==> config.mk <==
export PLATFORM = sky130hd
export DESIGN_NAME = passthru_top
export DESIGN_NICKNAME = d
export VERILOG_FILES = /design/src/design/passthru_pkg.sv /design/src/design/sync_stage.sv /design/src/design/esp32_boot_ctrl.sv /design/src/design/flash_spi_bridge.sv /design/src/design/apb_ctrl_regs.sv /design/src/design/led_status_mux.sv /design/src/design/passthru_top.sv
export SDC_FILE = /design/constraint.sdc
export NUM_CORES = 1
export LEC_CHECK = 0
export BUFFER_PORTS_ARGS = -buffer_cell sky130_fd_sc_hd__buf_4
export CORE_MARGIN = 10
export CORE_UTILIZATION = 38
export CTS_CLUSTER_DIAMETER = 200
export CTS_CLUSTER_SIZE = 40
export DETAILED_ROUTE_END_ITERATION = 12
export HOLD_SLACK_MARGIN = 0.1
export PLACE_DENSITY_LB_ADDON = 0.3
export SKIP_LAST_GASP = 1
export SYNTH_ARGS = -nofsm -noshare
export SYNTH_HDL_FRONTEND = slang
export SYNTH_SLANG_ARGS = --single-unit
==> constraint.sdc <==
create_clock -name clk_25mhz -period 3.65 [get_ports clk_25mhz]
set_clock_uncertainty 0.1 [all_clocks]
set_input_delay 0.5475 -clock clk_25mhz [delete_from_list [all_inputs] [get_ports clk_25mhz]]
set_output_delay 0.5475 -clock clk_25mhz [all_outputs]
set_load 0.03 [all_outputs]
==> src/design/passthru_pkg.sv <==
// constants, apb and pin structs, led modes and register map
// shared by the esp32 / flash passthrough bridge
package passthru_pkg;

  localparam int unsigned POWERUP_HOLD_LOG2    = 4;  // en low for 2^4 cycles
  localparam int unsigned TIMEOUT_LOG2_DEFAULT = 26; // ~2.7 s at 25 MHz
  localparam int unsigned TIMEOUT_LOG2_MAX     = 26; // widest release counter
  localparam int unsigned STRETCH_CYCLES       = 8;  // led activity pulse

  // register map, byte addresses
  localparam logic [3:0] ADDR_CTRL   = 4'h0;
  localparam logic [3:0] ADDR_STATUS = 4'h4;
  localparam logic [3:0] ADDR_FRAMES = 4'h8;

  typedef struct packed {
    logic        psel;
    logic        penable;
    logic        pwrite;
    logic [3:0]  paddr;
    logic [31:0] pwdata;
  } apb_req_t;

  typedef struct packed {
    logic [31:0] prdata;
    logic        pready;
    logic        pslverr;
  } apb_rsp_t;

  typedef struct packed {
    logic ndtr; // active low, from usb chip
    logic nrts;
  } modem_t;

  typedef struct packed {
    logic flash_reset; // stops sck to the flash
    logic esp_hold;    // holds esp32 in reset
  } btn_t;

  typedef enum logic [1:0] {
    LED_SPI    = 2'd0,
    LED_BOOT   = 2'd1,
    LED_SERIAL = 2'd2,
    LED_OFF    = 2'd3
  } led_mode_e;

  typedef struct packed {
    logic       esp_hold;
    logic [4:0] timeout_log2;
    led_mode_e  led_mode;
  } ctrl_t;

  typedef struct packed {
    logic prog_active;  // straps driven
    logic en_released;  // en left to pull-up
    logic powerup_done;
  } status_t;

  // value and output enable per esp32 pin, oe 0 means pull-up
  typedef struct packed {
    logic en;
    logic en_oe;
    logic gpio0;
    logic gpio0_oe;
    logic gpio2;
    logic gpio2_oe;
    logic gpio4;
    logic gpio4_oe;
    logic gpio12;
    logic gpio12_oe;
    logic gpio13;
    logic gpio13_oe;
  } boot_drive_t;

  typedef struct packed {
    logic sck;
    logic mosi;
    logic csn;
  } spi_bus_t;

endpackage

==> src/design/sync_stage.sv <==
// two-flop synchronizer for a bundle of asynchronous board inputs
`timescale 1ns/1ps

module sync_stage #(
  parameter type T = logic
) (
  input  logic clk_25mhz,
  input  logic rst,
  input  T     d,
  output T     q
);

  T meta; // first stage, may go metastable

  // inputs idle high, so both stages come out of reset as ones
  always_ff @(posedge clk_25mhz)
  begin
    if (rst)
    begin
      meta <= '1;
      q    <= '1;
    end
    else
    begin
      meta <= d;
      q    <= meta; // settled copy
    end
  end

endmodule

==> src/design/esp32_boot_ctrl.sv <==
// esp32 boot control: dtr/rts decode, power-up en hold
// and strap release timeout, all pin drive registered
`timescale 1ns/1ps

module esp32_boot_ctrl (
  input  logic                      clk_25mhz,
  input  logic                      rst,
  input  passthru_pkg::modem_t      modem,        // already synchronized
  input  logic                      esp_hold_btn, // already synchronized
  input  passthru_pkg::ctrl_t       ctrl,
  output passthru_pkg::boot_drive_t drive,
  output passthru_pkg::status_t     status
);
  import passthru_pkg::*;

  logic [1:0]                  lines;     // {ndtr, nrts}
  logic [1:0]                  lines_q;   // previous state, for entry detect
  logic                        en_dec;    // 0 = en wanted low
  logic                        io0_dec;
  logic                        entry;     // rising entry into 10
  logic                        en_low;
  logic [TIMEOUT_LOG2_MAX:0]   limit;
  logic [TIMEOUT_LOG2_MAX:0]   rel_cnt;
  logic [TIMEOUT_LOG2_MAX:0]   rel_next;
  logic                        prog;      // straps currently driven
  logic                        prog_next;
  logic [POWERUP_HOLD_LOG2:0]  pu_cnt;
  logic                        pu_done;

  assign lines = {modem.ndtr, modem.nrts};

  // dtr rts -> en io0
  //  1   0     0   1   reset, boot mode
  //  0   1     1   0   run, io0 low
  //  other     1   1
  always_comb
  begin
    unique case (lines)
      2'b10:   {en_dec, io0_dec} = 2'b01;
      2'b01:   {en_dec, io0_dec} = 2'b10;
      default: {en_dec, io0_dec} = 2'b11;
    endcase
  end

  assign entry   = (lines == 2'b10) && (lines_q != 2'b10);
  assign pu_done = pu_cnt[POWERUP_HOLD_LOG2]; // msb set after 2^n cycles
  assign limit   = (TIMEOUT_LOG2_MAX + 1)'(1) << ctrl.timeout_log2;
  assign en_low  = !pu_done || ctrl.esp_hold || esp_hold_btn || !en_dec;

  // release counter, restarts on entry, stops once limit reached
  always_comb
  begin
    rel_next  = rel_cnt;
    prog_next = prog;
    if (entry)
    begin
      rel_next  = '0;
      prog_next = 1'b1;
    end
    else if (prog)
    begin
      rel_next  = rel_cnt + 1'b1;
      prog_next = rel_next < limit; // drop straps when count hits 2^n
    end
  end

  always_ff @(posedge clk_25mhz)
  begin
    if (rst)
    begin
      lines_q <= 2'b11;
      rel_cnt <= '1;   // starts saturated, no straps after reset
      prog    <= 1'b0;
      pu_cnt  <= '0;
      drive   <= '0;
      drive.en_oe <= 1'b1; // en pulled low during power-up hold
    end
    else
    begin
      lines_q <= lines;
      rel_cnt <= rel_next;
      prog    <= prog_next;
      if (!pu_done)
        pu_cnt <= pu_cnt + 1'b1;
      drive.en        <= 1'b0;  // en is only ever pulled low
      drive.en_oe     <= en_low;
      drive.gpio0     <= io0_dec;
      drive.gpio0_oe  <= prog_next;
      drive.gpio2     <= io0_dec; // follows gpio0 for download mode
      drive.gpio2_oe  <= prog_next;
      drive.gpio4     <= 1'b1;
      drive.gpio4_oe  <= prog_next;
      drive.gpio12    <= 1'b0;  // flash voltage strap, never 1
      drive.gpio12_oe <= prog_next;
      drive.gpio13    <= 1'b1;
      drive.gpio13_oe <= prog_next;
    end
  end

  assign status.prog_active  = prog;
  assign status.en_released  = !drive.en_oe;
  assign status.powerup_done = pu_done;

endmodule

==> src/design/flash_spi_bridge.sv <==
// spi passthrough to config flash, sck gating and csn frame counter
`timescale 1ns/1ps

module flash_spi_bridge (
  input  logic                   clk_25mhz,
  input  logic                   rst,
  input  logic                   flash_reset,  // synchronized button
  input  passthru_pkg::spi_bus_t host,
  output logic                   host_miso,
  output passthru_pkg::spi_bus_t flash,
  input  logic                   flash_miso,
  output logic                   flash_wpn,
  output logic                   flash_holdn,
  input  logic                   frames_clear,
  output logic [15:0]            frame_count
);

  logic csn_meta; // host csn is asynchronous
  logic csn_q;
  logic csn_qq;
  logic frame_end;

  // data path purely combinational
  assign flash.sck   = flash_reset ? 1'b0 : host.sck;
  assign flash.mosi  = host.mosi;
  assign flash.csn   = host.csn;
  assign host_miso   = flash_miso;
  assign flash_wpn   = 1'b1; // no write protect
  assign flash_holdn = 1'b1; // never paused

  assign frame_end = csn_q && !csn_qq; // csn rising ends a frame

  always_ff @(posedge clk_25mhz)
  begin
    if (rst)
    begin
      csn_meta    <= 1'b1;
      csn_q       <= 1'b1;
      csn_qq      <= 1'b1;
      frame_count <= '0;
    end
    else
    begin
      csn_meta <= host.csn;
      csn_q    <= csn_meta;
      csn_qq   <= csn_q;
      if (frames_clear)
        frame_count <= '0;
      else if (frame_end && (frame_count != 16'hffff))
        frame_count <= frame_count + 1'b1; // saturates
    end
  end

endmodule

==> src/design/apb_ctrl_regs.sv <==
// apb slave with ctrl, status and frame count registers
// zero wait states, unmapped addresses flag pslverr
`timescale 1ns/1ps

module apb_ctrl_regs (
  input  logic                   clk_25mhz,
  input  logic                   rst,
  input  passthru_pkg::apb_req_t req,
  output passthru_pkg::apb_rsp_t rsp,
  output passthru_pkg::ctrl_t    ctrl,
  input  passthru_pkg::status_t  status,
  input  logic [15:0]            frame_count,
  output logic                   frames_clear
);
  import passthru_pkg::*;

  logic       access;     // access phase
  logic       wr_en;
  logic       sel_ctrl;
  logic       sel_status;
  logic       sel_frames;
  logic       mapped;
  logic [4:0] wr_log2;    // clipped exponent

  assign access     = req.psel && req.penable;
  assign wr_en      = access && req.pwrite;
  assign sel_ctrl   = (req.paddr == ADDR_CTRL);
  assign sel_status = (req.paddr == ADDR_STATUS);
  assign sel_frames = (req.paddr == ADDR_FRAMES);
  assign mapped     = sel_ctrl || sel_status || sel_frames;

  // counter cannot go wider than the max exponent
  assign wr_log2 = (req.pwdata[12:8] > 5'(TIMEOUT_LOG2_MAX)) ?
                   5'(TIMEOUT_LOG2_MAX) : req.pwdata[12:8];

  always_ff @(posedge clk_25mhz)
  begin
    if (rst)
    begin
      ctrl.esp_hold     <= 1'b0;
      ctrl.timeout_log2 <= 5'(TIMEOUT_LOG2_DEFAULT);
      ctrl.led_mode     <= LED_SPI;
    end
    else if (wr_en && sel_ctrl)
    begin
      ctrl.esp_hold     <= req.pwdata[0];
      ctrl.timeout_log2 <= wr_log2;
      ctrl.led_mode     <= led_mode_e'(req.pwdata[17:16]);
    end
  end

  // write of any value clears the count, one cycle since pready is tied high
  assign frames_clear = wr_en && sel_frames;

  // read mux, status writes just fall through
  always_comb
  begin
    rsp.prdata = '0;
    if (sel_ctrl)
    begin
      rsp.prdata[0]     = ctrl.esp_hold;
      rsp.prdata[12:8]  = ctrl.timeout_log2;
      rsp.prdata[17:16] = ctrl.led_mode;
    end
    else if (sel_status)
      rsp.prdata[2:0] = status;
    else if (sel_frames)
      rsp.prdata[15:0] = frame_count;
  end

  assign rsp.pready  = 1'b1;
  assign rsp.pslverr = access && !mapped; // only in access phase

endmodule

==> src/design/led_status_mux.sv <==
// led source select, spi and serial activity pulse stretchers
`timescale 1ns/1ps

module led_status_mux (
  input  logic                    clk_25mhz,
  input  logic                    rst,
  input  passthru_pkg::led_mode_e mode,
  input  passthru_pkg::spi_bus_t  host,
  input  logic                    host_miso,
  input  passthru_pkg::status_t   status,
  input  logic                    serial_rx,
  input  logic                    serial_tx,
  output logic [7:0]              led
);
  import passthru_pkg::*;

  logic [5:0]                     act_in;  // tx rx ~csn miso mosi sck
  logic [5:0]                     act_q;
  logic [5:0]                     act_qq;
  logic [5:0][STRETCH_CYCLES-1:0] stretch; // ones drain out from the top
  logic [5:0]                     act;

  assign act_in = {serial_tx, serial_rx, !host.csn, host_miso, host.mosi, host.sck};

  // sample only, a glitch at most lights an led
  always_ff @(posedge clk_25mhz)
  begin
    act_q  <= act_in;
    act_qq <= act_q;
  end

  always_ff @(posedge clk_25mhz)
  begin
    if (rst)
      stretch <= '0;
    else
      for (int i = 0; i < 6; i++)
        stretch[i] <= (act_q[i] != act_qq[i]) ? '1 : (stretch[i] >> 1);
  end

  always_comb
  begin
    for (int i = 0; i < 6; i++)
      act[i] = stretch[i][0]; // high for STRETCH_CYCLES after a change
  end

  always_comb
  begin
    led = '0; // unused bits off
    case (mode)
      LED_SPI:    led[3:0] = act[3:0];
      LED_BOOT:   led[2:0] = status;
      LED_SERIAL: led[1:0] = act[5:4];
      LED_OFF:    led      = '0;
      default:    led      = '0;
    endcase
  end

endmodule

==> src/design/passthru_top.sv <==
// bridge top: input synchronizers, esp32 boot control, flash spi bridge,
// apb registers and led mux; pads are built by the board wrapper
`timescale 1ns/1ps

module passthru_top (
  input  logic                      clk_25mhz,
  input  logic                      rst,
  input  passthru_pkg::apb_req_t    apb_req,
  output passthru_pkg::apb_rsp_t    apb_rsp,
  input  passthru_pkg::modem_t      modem_raw,
  input  passthru_pkg::btn_t        btn_raw,
  input  logic                      ftdi_txd,
  output logic                      ftdi_rxd,
  input  logic                      wifi_txd,
  output logic                      wifi_rxd,
  input  passthru_pkg::spi_bus_t    spi_host,
  output logic                      spi_miso,
  output passthru_pkg::spi_bus_t    flash_bus,
  input  logic                      flash_miso,
  output logic                      flash_wpn,
  output logic                      flash_holdn,
  output passthru_pkg::boot_drive_t boot_drive,
  output logic [7:0]                led
);
  import passthru_pkg::*;

  modem_t      modem_sync;
  btn_t        btn_sync;
  ctrl_t       ctrl;
  status_t     status;
  logic [15:0] frame_count;
  logic        frames_clear;

  // serial lines straight through
  assign ftdi_rxd = wifi_txd;
  assign wifi_rxd = ftdi_txd;

  sync_stage #(.T(modem_t)) u_modem_sync (
    .clk_25mhz (clk_25mhz),
    .rst       (rst),
    .d         (modem_raw),
    .q         (modem_sync)
  );

  sync_stage #(.T(btn_t)) u_btn_sync (
    .clk_25mhz (clk_25mhz),
    .rst       (rst),
    .d         (btn_raw),
    .q         (btn_sync)
  );

  esp32_boot_ctrl u_esp32_boot_ctrl (
    .clk_25mhz    (clk_25mhz),
    .rst          (rst),
    .modem        (modem_sync),
    .esp_hold_btn (btn_sync.esp_hold),
    .ctrl         (ctrl),
    .drive        (boot_drive),
    .status       (status)
  );

  flash_spi_bridge u_flash_spi_bridge (
    .clk_25mhz    (clk_25mhz),
    .rst          (rst),
    .flash_reset  (btn_sync.flash_reset),
    .host         (spi_host),
    .host_miso    (spi_miso),
    .flash        (flash_bus),
    .flash_miso   (flash_miso),
    .flash_wpn    (flash_wpn),
    .flash_holdn  (flash_holdn),
    .frames_clear (frames_clear),
    .frame_count  (frame_count)
  );

  apb_ctrl_regs u_apb_ctrl_regs (
    .clk_25mhz    (clk_25mhz),
    .rst          (rst),
    .req          (apb_req),
    .rsp          (apb_rsp),
    .ctrl         (ctrl),
    .status       (status),
    .frame_count  (frame_count),
    .frames_clear (frames_clear)
  );

  // rx is esp32 to host, tx is host to esp32
  led_status_mux u_led_status_mux (
    .clk_25mhz (clk_25mhz),
    .rst       (rst),
    .mode      (ctrl.led_mode),
    .host      (spi_host),
    .host_miso (spi_miso),
    .status    (status),
    .serial_rx (wifi_txd),
    .serial_tx (ftdi_txd),
    .led       (led)
  );

endmodule

## Word level (Yosys, flattened, before mapping)

Cells that the tools add are included.

- Flip-flop bits (word level): 135
- Latch bits: 0
- RAM bits: 0
- Bits in read-only memories: 0
- Logic and storage cells: 102
- Memories kept: 0

- Add/sub/neg operators: 3
- Multiply operators: 0
- Div/mod/pow operators: 0
- Magnitude comparators: 2
- Equality and inequality tests: 15
- Shift operators: 1
- Muxes and demuxes: 26
- Bitwise gates (word level): 0
- Reductions and logical operators: 22

Operator list:

| kind | number |
|---|---|
| $mux W27 | 2 |
| $mux W8 | 6 |
| $add A27 B1 Y27 const B | 1 |
| $lt A27 B27 Y1 | 1 |
| $shl A1 B5 Y27 const A | 1 |
| $add A16 B1 Y16 const B | 1 |
| $mux W16 | 1 |
| $ne A16 B16 Y1 const B | 1 |
| $mux W5 | 3 |
| $mux W13 | 1 |
| $logic_and A1 B1 Y1 | 8 |
| $pmux W2 S4 | 1 |
| $mux W7 | 1 |
| $eq A2 B2 Y1 const B | 3 |
| $mux W1 | 6 |
| $mux W3 | 2 |
| $mux W6 | 1 |
| $ne A1 B1 Y1 | 6 |
| $add A5 B1 Y5 const B | 1 |
| $gt A5 B5 Y1 const B | 1 |
| $logic_not A1 Y1 | 5 |
| $logic_or A1 B1 Y1 | 5 |
| $eq A2 B1 Y1 const B | 2 |
| $eq A4 B3 Y1 const B | 1 |
| 8 further kinds | 8 |

## Longest topological paths before layout

Gate-level depths: netlist of run 1.

- Depth in word-level cells: 5
- Mapped depth: 13
- Mapped depth without buffers: 11

## Hierarchy

Synthesis of run 1 repeated with hierarchy kept, for this count alone.

- Cells, all modules: 761
- Area total of the unflattened synthesis: 6615.1 sq um

By module, submodules not included:

| module | instances | cells each | area an instance (sq um) |
|---|---|---|---|
| esp32_boot_ctrl | 1 | 369 | 2912.8 |
| led_status_mux | 1 | 176 | 1836.8 |
| flash_spi_bridge | 1 | 106 | 948.4 |
| apb_ctrl_regs | 1 | 92 | 691.9 |
| sync_stage | 2 | 8 | 105.1 |
| passthru_top | 1 | 2 | 15.0 |

## Least setup slack after synthesis of run 1

No wires, ideal clock.

- Kind: register to register
- Start point: reg u_esp32_boot_ctrl.rel_cnt[0]
- End point: reg u_esp32_boot_ctrl.drive[8] in the netlist's numbering
- Library setup time: 119 ps
- Data arrival time: 2583 ps
- Data required time: 3431 ps
- Path slack: 848 ps
- Stages on the path, launching flop included: 13
- Period minus slack after synthesis: 2802 ps
- Path through: dfxtp_1 -> ha_1 -> and4_1 -> clkbuf_1 -> nand3_1 -> nor2_1 -> xor2_1 -> ha_1 -> nand4_1 -> nor4_1 -> a22oi_1 -> o211ai_1 -> o2bb2ai_1

- Word-level cells in the longest chain between the ends: 4

Ends and longest elaborated chain:

| what | line | text |
|---|---|---|
| start: declaration | esp32_boot_ctrl.sv:23 | `logic [TIMEOUT_LOG2_MAX:0] rel_cnt;` |
| start signal: assignment | esp32_boot_ctrl.sv:81 | `rel_cnt <= rel_next;` |
| $add A27 B1 Y27 | esp32_boot_ctrl.sv:62 | `rel_next = rel_cnt + 1'b1;` |
| $lt A27 B27 Y1 | esp32_boot_ctrl.sv:63 | `prog_next = rel_next < limit;` |
| $mux W1 | esp32_boot_ctrl.sv:60 | `else if (prog)` |
| $mux W1 | esp32_boot_ctrl.sv:55 | `if (entry)` |
| end: declaration | esp32_boot_ctrl.sv:11 | `output passthru_pkg::boot_drive_t drive,` |

No other way between the ends.
A chain may end at the register's enable or synchronous reset.

## Worst setup path in the final report of run 1

- Start point: reg u_esp32_boot_ctrl.rel_cnt[6]
- End point: reg u_esp32_boot_ctrl.drive[8] in the netlist's numbering

The elaborated chain is that of the path after synthesis.

==> out/qor.csv, run 1 <==
metric,value,unit
area fraction of the dominant cell type after synthesis,0.417,
number of setup buffers added after CTS,0,
slew at the pin with the worst max-slew slack,1.24,ns
worst-case vdd ir drop,0.382,mV
total CTS buffers,17,
maximum fanout count along the critical path,8,
type of element launching the critical path,register,
share of layout cells above drive strength 1,0.169,
total core area,0.0165,mm²
worst-case headroom to the max-slew limit,0.170,
cell with the most instances after synthesis,sky130_fd_sc_hd__dfxtp_1,
count of endpoints failing hold in the final timing report,0,
die extent in y,150,µm
post-synthesis sequential area ratio,0.417,
sequential standard cell area,0.00266,mm²
buffer levels on the longest clock path,2,
effective utilization at floorplan,0.387,
part of the total power dissipated in sequential elements,0.415,
upper clock frequency limit,0.319,GHz
area of all placed cells without fillers,0.00746,mm²
outcome,"finished, final reports clean",
class of the tightest hold or removal check,in2reg,
launch instance of the worst register-to-register path,u_esp32_boot_ctrl.rel_cnt[6],
insertion delay to the later sink of the worst-skew pair,0.41,ns
Total Nets Final,863,
RePlAce Congestion,0.810,
area growth from synthesis to final layout,16.8,%
die outline area,0.0224,mm²
# port buffers,65,
combinational share of power,0.168,
prevailing post-synth register cell,sky130_fd_sc_hd__dfxtp_1,
cell internal power dissipation,2.81,mW
Leakage,3.02,nW
arrival time at the worst endpoint,3.38,ns
total number of placement rows,47,
unique cell type count in the Yosys netlist,55,
count of unresolved DRC violations after routing,0,
number of global-route vias before repair,4640,
number of iterations in the first detailed-routing pass,4,
pin count of the biggest net entering global routing,62,
Overall Global Routing Usage,0.124,
TritonCTS clock tree,built,
total placed instance area,0.00690,mm²
number of enable-type register cells in the synthesized netlist,0,
antenna diode count,0,
Crit. Startpoint,u_esp32_boot_ctrl.rel_cnt[6],
overall overflow remaining after global route,0,
most used standard cells in the synthesized netlist,"sky130_fd_sc_hd__dfxtp_1 (133), sky130_fd_sc_hd__nor2_1 (114), sky130_fd_sc_hd__nand2_1 (73), sky130_fd_sc_hd__xor2_1 (39), sky130_fd_sc_hd__buf_4 (36)",
cell taking the most area after synthesis,sky130_fd_sc_hd__dfxtp_1,
filler cell count,1643,
H-Tree Depth,4,
post_cts resized,0,
CTS root buf,sky130_fd_sc_hd__clkbuf_16,
max-slew violations,0,
clock network fraction of total power,0.417,
Worst Setup End Kind,register,
worst setup path category,reg2reg,
post-synthesis cell count,737,
detailed-route wire length per cell,13.4,µm
#FFs+latches synth,133,
Final ANT Viol Nets,0,
post-synthesis average cell area,8.67,µm²
initial antenna violation count,0,
sum of negative setup slack,0,ns
TritonCTS Sinks,133,
post-layout min period,3.13,ns
switching power total,1.05,mW
share of the cycle needed by the critical path after routing,0.859,
multi-input combinational cell area,0.00336,mm²
hold slack,0.139,ns
post-detail-place hpwl,9570,µm
drt first-iter violations,215,
worst hold start,spi_host[2],
Ys Warns,0,
Syn Std Cell Area,0.00639,mm²
post-synthesis async set-or-reset flop share,0,
share of total power consumed by net switching,0.273,
Die W,150,µm
total via count after detailed routing,4878,
"wirelength, routed",13500,µm
number of setup violations in the final report,0,
hold-fix buffers at CTS,0,
power density over cell area,517,mW/mm²
top cells by area in the synthesized netlist,"sky130_fd_sc_hd__dfxtp_1 (42%), sky130_fd_sc_hd__nor2_1 (6.7%), sky130_fd_sc_hd__ha_1 (5.7%), sky130_fd_sc_hd__xor2_1 (5.3%), sky130_fd_sc_hd__xnor2_1 (4.8%)",
first-pass GRT wire length,22600,µm
"Reg clk slew, reported paths",0.06,ns
number of placed I/O pins,113,
Max Cap Viol,0,
unrepaired setup endpoints after global routing,no,
Required @ worst endpoint,3.89,ns
detailed-route vias per instance,4.82,
## metal layers
metal	up-vias	routed length, µm	global-route usage	part of all wire
met5	-	0	0	0
met4	0	166	0.0428	0.012
met3	12	779	0.0377	0.058
met2	96	6170	0.188	0.46
met1	2245	6430	0.163	0.47
li1	2525	-	-	-
## critical path: stages, from the launching register on
cell and delay, ns:
sky130_fd_sc_hd__dfxtp_1 0.51, sky130_fd_sc_hd__nand4_4 0.18, sky130_fd_sc_hd__nor4_4 0.46, sky130_fd_sc_hd__nand3_1 0.22
sky130_fd_sc_hd__nor2_1 0.16, sky130_fd_sc_hd__xor2_1 0.19, sky130_fd_sc_hd__ha_1 0.27, sky130_fd_sc_hd__nand3_1 0.07
sky130_fd_sc_hd__nand2_1 0.04, sky130_fd_sc_hd__a2111oi_0 0.50, sky130_fd_sc_hd__o211ai_1 0.18, sky130_fd_sc_hd__o2bb2ai_1 0.16
## cells in the final DEF (no fill, tap or decap), drive strengths merged, types with 3 or more instances in the layout
cell type / synthesis / routed
o21ai: 36 / 36
nand4: 24 / 24
nand2: 74 / 74
nand3b: 3 / 3
nand3: 29 / 29
clkbuf: 27 / 22
xnor2: 35 / 35
nor3b: 7 / 7
nor2: 116 / 116
o21a: 7 / 7
nor2b: 6 / 6
a22o: 5 / 5
xor2: 39 / 39
a22oi: 4 / 4
nor4: 9 / 9
inv: 11 / 12
nor3: 11 / 11
clkinvlp: 0 / 4
buf: 42 / 75
a21oi: 20 / 20
and3: 5 / 5
and2: 16 / 16
dfxtp: 133 / 133
ha: 29 / 29
mux2i: 6 / 6
and4: 7 / 7
or2: 12 / 12
conb: 2 / 23
## power groups by stage
stage	clock, mW	sequential (mW)	combinational (mW)
after CTS	1.65	1.60	0.655
after global placement	0	1.63	0.643
after global routing	1.71	1.61	0.736
final	1.61	1.60	0.648
after detailed placement	0	1.63	0.650
after floorplan	0	1.61	0.529
## kinds of logic after synthesis
logic type / after synthesis / synth area share
multiplexers: 6 / 0.00940
AO/OA/AOI/OAI: 84 / 0.0801
other: 2 / 0.00118
buffers and inverters: 80 / 0.0703
AND/OR/NAND/NOR: 329 / 0.264
adder cells (fa/ha/maj): 29 / 0.0568
XOR/XNOR: 74 / 0.101
flip-flops: 133 / 0.417
## through the flow
step | std cells | total power, mW | util | setup WS, ns
finish | 1013 | 3.86 | 0.451 | 0.516
global route | 1013 | 4.05 | 0.451 | 0.371
CTS | 1013 | 3.90 | 0.451 | 0.509
detailed placement | 984 | 2.28 | 0.418 | 0.553
global placement | 984 | 2.27 | 0.418 | 0.580
floorplan | 758 | 2.14 | - | 0.848
## flip-flops by register name, summed over array words and instances, names as in the netlist, 4 cells and up
register	cells
u_esp32_boot_ctrl.pu_cnt	5
u_apb_ctrl_regs.ctrl	8
u_flash_spi_bridge.frame_count	16
u_led_status_mux.act_q	6
u_esp32_boot_ctrl.rel_cnt	27
u_led_status_mux.stretch	42
u_esp32_boot_ctrl.drive	4
u_led_status_mux.act	6
u_led_status_mux.act_qq	6
## area by class of cell
| cell class | count | share of cell area |
|---|---|---|
| multi-input cells | 545 | 0.450 |
| flip-flops and latches | 133 | 0.357 |
| repair buffers | 75 | 0.0755 |
| clock buffers | 22 | 0.0649 |
| well taps | 220 | 0.0369 |
| clock inverters | 7 | 0.00990 |
| inverters | 11 | 0.00554 |
## worst paths after layout
check                                                  end  slack [ns]  depth (start not counted)
worst max-delay path            u_esp32_boot_ctrl.drive[8]        0.52                         11
worst min-delay path             u_led_status_mux.act_q[0]        0.14                          1
worst max register to register  u_esp32_boot_ctrl.drive[8]        0.52                         11
worst min register to register  u_led_status_mux.act_qq[4]        0.26                          0
No activity file was read; power rests on OpenSTA's default activity.
==> run 2, diff against run 1 <==
==> constraint.sdc (replaced) <==
create_clock -name clk_25mhz -period 3.6 [get_ports clk_25mhz]
set_clock_uncertainty 0.1 [all_clocks]
set_input_delay 0.72 -clock clk_25mhz [delete_from_list [all_inputs] [get_ports clk_25mhz]]
set_output_delay 0.72 -clock clk_25mhz [all_outputs]
set_load 0.03 [all_outputs]
==> run 2 against run 1 <==
  * Global-route usage increased by 0.16 points
  * Sequential share of layout area decreased by 0.36 points
  * Cell area increased by 1.0%
  * Utilization increased by 0.46 points
  * Total power increased by 6.1%
  * Die area unchanged
  * Via count decreased by 0.37%
  * Final cell count increased by 0.49%
  * Critical path depth unchanged
  * Non-clock buffer count increased by 2
  * Clock power increased by 12%
  * Combinational power increased by 2%
  * Largest power group unchanged
==> out/qor.csv, run 2 (synthesized netlist as in run 1, its figures left out) <==
metric,value,unit
total via count after detailed routing,4860,
pin count of the biggest net entering global routing,48,
cell count of the worst hold path,0,
"most common cell after layout, fill and taps aside",sky130_fd_sc_hd__dfxtp_1,
R2R setup slack,0.47,ns
unrepaired setup endpoints after global routing,no,
maximum single-stage delay on the critical path,0.52,ns
total CTS buffers,17,
total number of placement rows,47,
RePlAce Congestion,0.836,
worst-case vdd ir drop,0.531,mV
upper clock frequency limit,0.320,GHz
number of buffers and inverters on the critical path,0,
number of setup buffers added after CTS,0,
power density over cell area,543,mW/mm²
insertion delay to the later sink of the worst-skew pair,0.42,ns
arrival time at the worst endpoint,3.38,ns
maximum fanout count along the critical path,8,
effective utilization at floorplan,0.387,
launch instance of the worst register-to-register path,u_esp32_boot_ctrl.rel_cnt[6],
Worst Setup End Kind,register,
biggest regs,"u_led_status_mux.stretch x42, u_esp32_boot_ctrl.rel_cnt x27, u_flash_spi_bridge.frame_count x16",
multi-input combinational cell area,0.00336,mm²
most frequent cells in the layout,"sky130_fd_sc_hd__dfxtp_1 (133), sky130_fd_sc_hd__nor2_1 (114), sky130_fd_sc_hd__buf_4 (77)",
number of cells on the worst reg-to-reg path,11,
initial antenna violation count,0,
number of iterations in the first detailed-routing pass,5,
total placed instance area,0.00692,mm²
H-Tree Depth,4,
hold-fix buffers at CTS,0,
Largest register FFs,42,
Leakage,3.06,nW
cells along the critical path,nand4_4 -> nor4_4 -> nand3_1 -> nor2_1 -> xor2_1 -> ha_1 -> nand3_1 -> nand2_1 -> a2111oi_0 -> o211ai_1 -> o2bb2ai_1,
cell with the largest stage delay on the worst path,sky130_fd_sc_hd__a2111oi_0,
overall overflow remaining after global route,0,
top cell family by delay on the critical path,simple AND/OR/NAND/NOR gates,
critical path's most frequent cell,sky130_fd_sc_hd__nand3_1,
slew at the pin with the worst max-slew slack,1.27,ns
Max Cap Viol,0,
register with the highest flop count,u_led_status_mux.stretch,
filler cell count,1632,
share of the cycle needed by the critical path after routing,0.869,
"wirelength, routed",13800,µm
share of layout cells above drive strength 1,0.174,
number of setup violations in the final report,0,
number of global-route vias before repair,4744,
sum of negative setup slack,0,ns
die extent in y,150,µm
number of placed I/O pins,113,
count of endpoints failing hold in the final timing report,0,
count of unresolved DRC violations after routing,0,
worst-case headroom to the max-slew limit,0.156,
Final ANT Viol Nets,0,
# port buffers,65,
type of element launching the critical path,register,
Die W,150,µm
post-detail-place hpwl,9780,µm
post-layout min period,3.13,ns
total core area,0.0165,mm²
outcome,"finished, final reports clean",
TritonCTS Sinks,133,
worst hold path endpoint,u_led_status_mux.act_qq[3],
Overall Global Routing Usage,0.125,
Total Nets Final,865,
max-slew violations,0,
worst hold start,u_led_status_mux.act_q[3],
CTS root buf,sky130_fd_sc_hd__clkbuf_16,
buffer levels on the longest clock path,2,
TritonCTS clock tree,built,
drt first-iter violations,288,
Required @ worst endpoint,3.85,ns
post_cts resized,0,
sequential standard cell area,0.00266,mm²
detailed-route wire length per cell,13.5,µm
detailed-route vias per instance,4.77,
first-pass GRT wire length,23000,µm
"Reg clk slew, reported paths",0.06,ns
area growth from synthesis to final layout,18.0,%
class of the tightest hold or removal check,reg2reg,
worst setup path category,reg2reg,
antenna diode count,0,
area of all placed cells without fillers,0.00754,mm²
endpoint of the lowest-slack register-to-register path,u_esp32_boot_ctrl.drive[8],
die outline area,0.0224,mm²
## run 2: changes by cell type in the layout (fill, tap and decap cells not counted)
| cell | change |
|---|---|
| sky130_fd_sc_hd__buf_4 | +2 |
| sky130_fd_sc_hd__bufinv_16 | +2 |
| sky130_fd_sc_hd__clkbuf_8 | -4 |
| sky130_fd_sc_hd__clkinv_2 | -1 |
| sky130_fd_sc_hd__clkinv_4 | +1 |
| sky130_fd_sc_hd__clkinvlp_4 | -1 |
| sky130_fd_sc_hd__inv_6 | +3 |
| sky130_fd_sc_hd__inv_8 | +3 |
## run 2: where the power goes
group          total, mW  switching, mW  internal, mW
Sequential          1.62         0.0576          1.56
Combinational      0.662          0.390         0.272
Clock               1.81          0.698          1.11
## run 2: worst max-delay path by stage
stage,to,startpoint,slack [ns],depth (start not counted)
after global routing,u_esp32_boot_ctrl.drive[8],u_esp32_boot_ctrl.rel_cnt[2],0.27,12
after global placement,u_esp32_boot_ctrl.drive[8],u_esp32_boot_ctrl.rel_cnt[6],0.51,11
after CTS,u_esp32_boot_ctrl.drive[8],u_esp32_boot_ctrl.rel_cnt[6],0.45,11
after detailed placement,u_esp32_boot_ctrl.drive[8],u_esp32_boot_ctrl.rel_cnt[6],0.48,11
final,u_esp32_boot_ctrl.drive[8],u_esp32_boot_ctrl.rel_cnt[6],0.47,11
after floorplan,u_esp32_boot_ctrl.drive[8],u_esp32_boot_ctrl.rel_cnt[0],0.80,12
## run 2: area by class of cell
type / instances / share of cell area
clock buffer: 18 / 0.0569
inverter: 11 / 0.00548
clock inverter: 14 / 0.0252
sequential: 133 / 0.353
timing repair buffer: 77 / 0.0767
tap: 220 / 0.0365
multi-input combinational: 545 / 0.446
## run 2: per-stage QoR
| step | power, mW | utilization | cells | hold WS, ns | setup slack [ns] |
|---|---|---|---|---|---|
| global placement | 2.30 | 0.419 | 986 | 0.253 | 0.513 |
| floorplan | 2.17 | - | 758 | 0.249 | 0.798 |
| detailed placement | 2.31 | 0.419 | 986 | 0.255 | 0.480 |
| CTS | 4.14 | 0.456 | 1018 | 0.261 | 0.451 |
| global route | 4.30 | 0.456 | 1018 | 0.268 | 0.273 |
| finish | 4.09 | 0.456 | 1018 | 0.260 | 0.471 |
## run 2: per-layer routing
layer	global-route usage	wire length, µm
met1	0.160	6630
met4	0.0364	148
met2	0.195	6220
met5	0	0
met3	0.0438	758
==> run 3, diff against run 2 <==
--- a/config.mk
+++ b/config.mk
@@ -5,12 +5,12 @@
 export SDC_FILE = /design/constraint.sdc
 export NUM_CORES = 1
 export LEC_CHECK = 0
-export BUFFER_PORTS_ARGS = -buffer_cell sky130_fd_sc_hd__buf_4
 export CORE_MARGIN = 10
 export CORE_UTILIZATION = 38
 export CTS_CLUSTER_DIAMETER = 200
 export CTS_CLUSTER_SIZE = 40
 export DETAILED_ROUTE_END_ITERATION = 12
+export DONT_BUFFER_PORTS = 1
 export HOLD_SLACK_MARGIN = 0.1
 export PLACE_DENSITY_LB_ADDON = 0.3
 export SKIP_LAST_GASP = 1
==> run 3 against run 2 <==
  * Setup slack improved by 0.11 ns
  * Critical endpoint unchanged
  * Global-route usage fell by 0.33 points
  * Final cell count fell by 5.8%
  * Sequential share of layout area rose by 2.3 points
  * Fmax rose by 3.5%
==> out/qor.csv, run 3 (synthesized netlist as in run 1, its figures left out) <==
metric,value,unit
total CTS buffers,17,
RePlAce Congestion,0.827,
Die W,150,µm
arrival time at the worst endpoint,3.27,ns
sequential standard cell area,0.00266,mm²
Final ANT Viol Nets,0,
slew at the pin with the worst max-slew slack,1.25,ns
count of endpoints failing hold in the final timing report,0,
post_cts resized,0,
number of setup violations in the final report,0,
worst-case vdd ir drop,0.434,mV
biggest regs,"u_led_status_mux.stretch x42, u_esp32_boot_ctrl.rel_cnt x27, u_flash_spi_bridge.frame_count x16",
"Reg clk slew, reported paths",0.06,ns
total via count after detailed routing,4658,
antenna diode count,0,
overall overflow remaining after global route,0,
die extent in y,150,µm
detailed-route vias per instance,4.86,
number of placed I/O pins,113,
type of element launching the critical path,register,
die outline area,0.0224,mm²
most frequent cells in the layout,"sky130_fd_sc_hd__dfxtp_1 (132), sky130_fd_sc_hd__nor2_1 (114), sky130_fd_sc_hd__nand2_1 (73)",
number of setup buffers added after CTS,0,
share of the cycle needed by the critical path after routing,0.840,
drt first-iter violations,196,
Largest register FFs,42,
total number of placement rows,47,
effective utilization at floorplan,0.387,
Worst Setup End Kind,register,
Overall Global Routing Usage,0.122,
post-layout min period,3.02,ns
maximum fanout count along the critical path,15,
count of unresolved DRC violations after routing,0,
Total Nets Final,806,
number of global-route vias before repair,4477,
post-route insts no fill,959,
"most common cell after layout, fill and taps aside",sky130_fd_sc_hd__dfxtp_1,
multi-input combinational cell area,0.00336,mm²
power density over cell area,561,mW/mm²
Placed Cells incl. Taps,927,
overall power,3.97,mW
max-slew violations,0,
insertion delay to the later sink of the worst-skew pair,0.42,ns
initial antenna violation count,0,
first-pass GRT wire length,22200,µm
number of iterations in the first detailed-routing pass,7,
upper clock frequency limit,0.331,GHz
Max Cap Viol,0,
total core area,0.0165,mm²
# port buffers,0,
TritonCTS clock tree,built,
detailed-route wire length per cell,14.0,µm
sum of negative setup slack,0,ns
post-detail-place hpwl,9440,µm
worst-case headroom to the max-slew limit,0.167,
Required @ worst endpoint,3.85,ns
filler cell count,1665,
unrepaired setup endpoints after global routing,no,
CTS root buf,sky130_fd_sc_hd__clkbuf_16,
area growth from synthesis to final layout,10.7,%
"wirelength, routed",13400,µm
hold-fix buffers at CTS,0,
share of layout cells above drive strength 1,0.110,
Leakage,2.75,nW
pin count of the biggest net entering global routing,62,
buffer levels on the longest clock path,2,
class of the tightest hold or removal check,in2reg,
worst setup path category,reg2reg,
register with the highest flop count,u_led_status_mux.stretch,
TritonCTS Sinks,133,
outcome,"finished, final reports clean",
H-Tree Depth,4,
-- run 3: cell count changes in the layout (fill, tap and decap cells not counted) --
cell / change
sky130_fd_sc_hd__dfxtp_1: -1
sky130_fd_sc_hd__buf_4: -59
sky130_fd_sc_hd__dfxtp_2: +1
sky130_fd_sc_hd__clkbuf_8: +2
sky130_fd_sc_hd__inv_6: +2
sky130_fd_sc_hd__clkinv_4: -1
sky130_fd_sc_hd__bufinv_16: -1
sky130_fd_sc_hd__clkinv_2: +1
sky130_fd_sc_hd__inv_8: -3
-- run 3: where the power goes --
| group | total (mW) | leakage (nW) | switching (mW) | internal (mW) |
|---|---|---|---|---|
| combinational | 0.597 | 1.37 | 0.358 | 0.239 |
| sequential | 1.62 | 1.10 | 0.0595 | 1.56 |
| clock | 1.75 | 0.285 | 0.679 | 1.07 |
| total | 3.97 | 2.75 | 1.10 | 2.87 |
-- run 3: final cells by class --
type	instances	area share
Multi-Input combinational cell	545	0.475
Clock buffer	20	0.0646
Clock inverter	12	0.0198
Timing Repair Buffer	18	0.0191
Tap cell	220	0.0389
Sequential cell	133	0.377
Inverter	11	0.00584
-- run 3: worst max-delay path, stage by stage (launching register included) --
cell                        delay (ns)
sky130_fd_sc_hd__dfxtp_1          0.47
sky130_fd_sc_hd__nand4_4          0.17
sky130_fd_sc_hd__nor4_4           0.27
sky130_fd_sc_hd__buf_4            0.25
sky130_fd_sc_hd__nand2_4          0.08
sky130_fd_sc_hd__nor2_2           0.11
sky130_fd_sc_hd__xor2_1           0.20
sky130_fd_sc_hd__ha_1             0.28
sky130_fd_sc_hd__a21oi_1          0.15
sky130_fd_sc_hd__nand2_1          0.06
sky130_fd_sc_hd__a2111oi_0        0.47
sky130_fd_sc_hd__o211ai_1         0.17
sky130_fd_sc_hd__o2bb2ai_1        0.15
-- run 3: worst paths after layout --
check,startpoint,to,cells after the start,slack [ns]
min,ftdi_txd,u_led_status_mux.act_q[5],0,0.22
max,u_esp32_boot_ctrl.rel_cnt[7],u_esp32_boot_ctrl.drive[8],12,0.58
max reg2reg,u_esp32_boot_ctrl.rel_cnt[7],u_esp32_boot_ctrl.drive[8],12,0.58
min reg2reg,u_led_status_mux.act_q[1],u_led_status_mux.act_qq[1],0,0.26
-- run 3: per-stage QoR --
stage	util	area, µm²	setup slack (ns)	hold WS, ns
after global placement	0.392	6470	0.524	0.253
after detailed placement	0.392	6470	0.546	0.256
after floorplan	-	6470	0.798	0.249
final	0.428	7070	0.577	0.222
after global routing	0.428	7070	0.186	0.198
after CTS	0.428	7070	0.529	0.204
-- run 3: layer usage --
layer  GRT usage  wire length, µm  part of all wire  vias to the layer above
met5           0                0                 0                        -
met4      0.0321              129            0.0096                        0
met3      0.0465              933             0.070                       15
met2       0.187             5880              0.44                       79
met1       0.157             6440              0.48                     2155
li1            -                -                 -                     2409
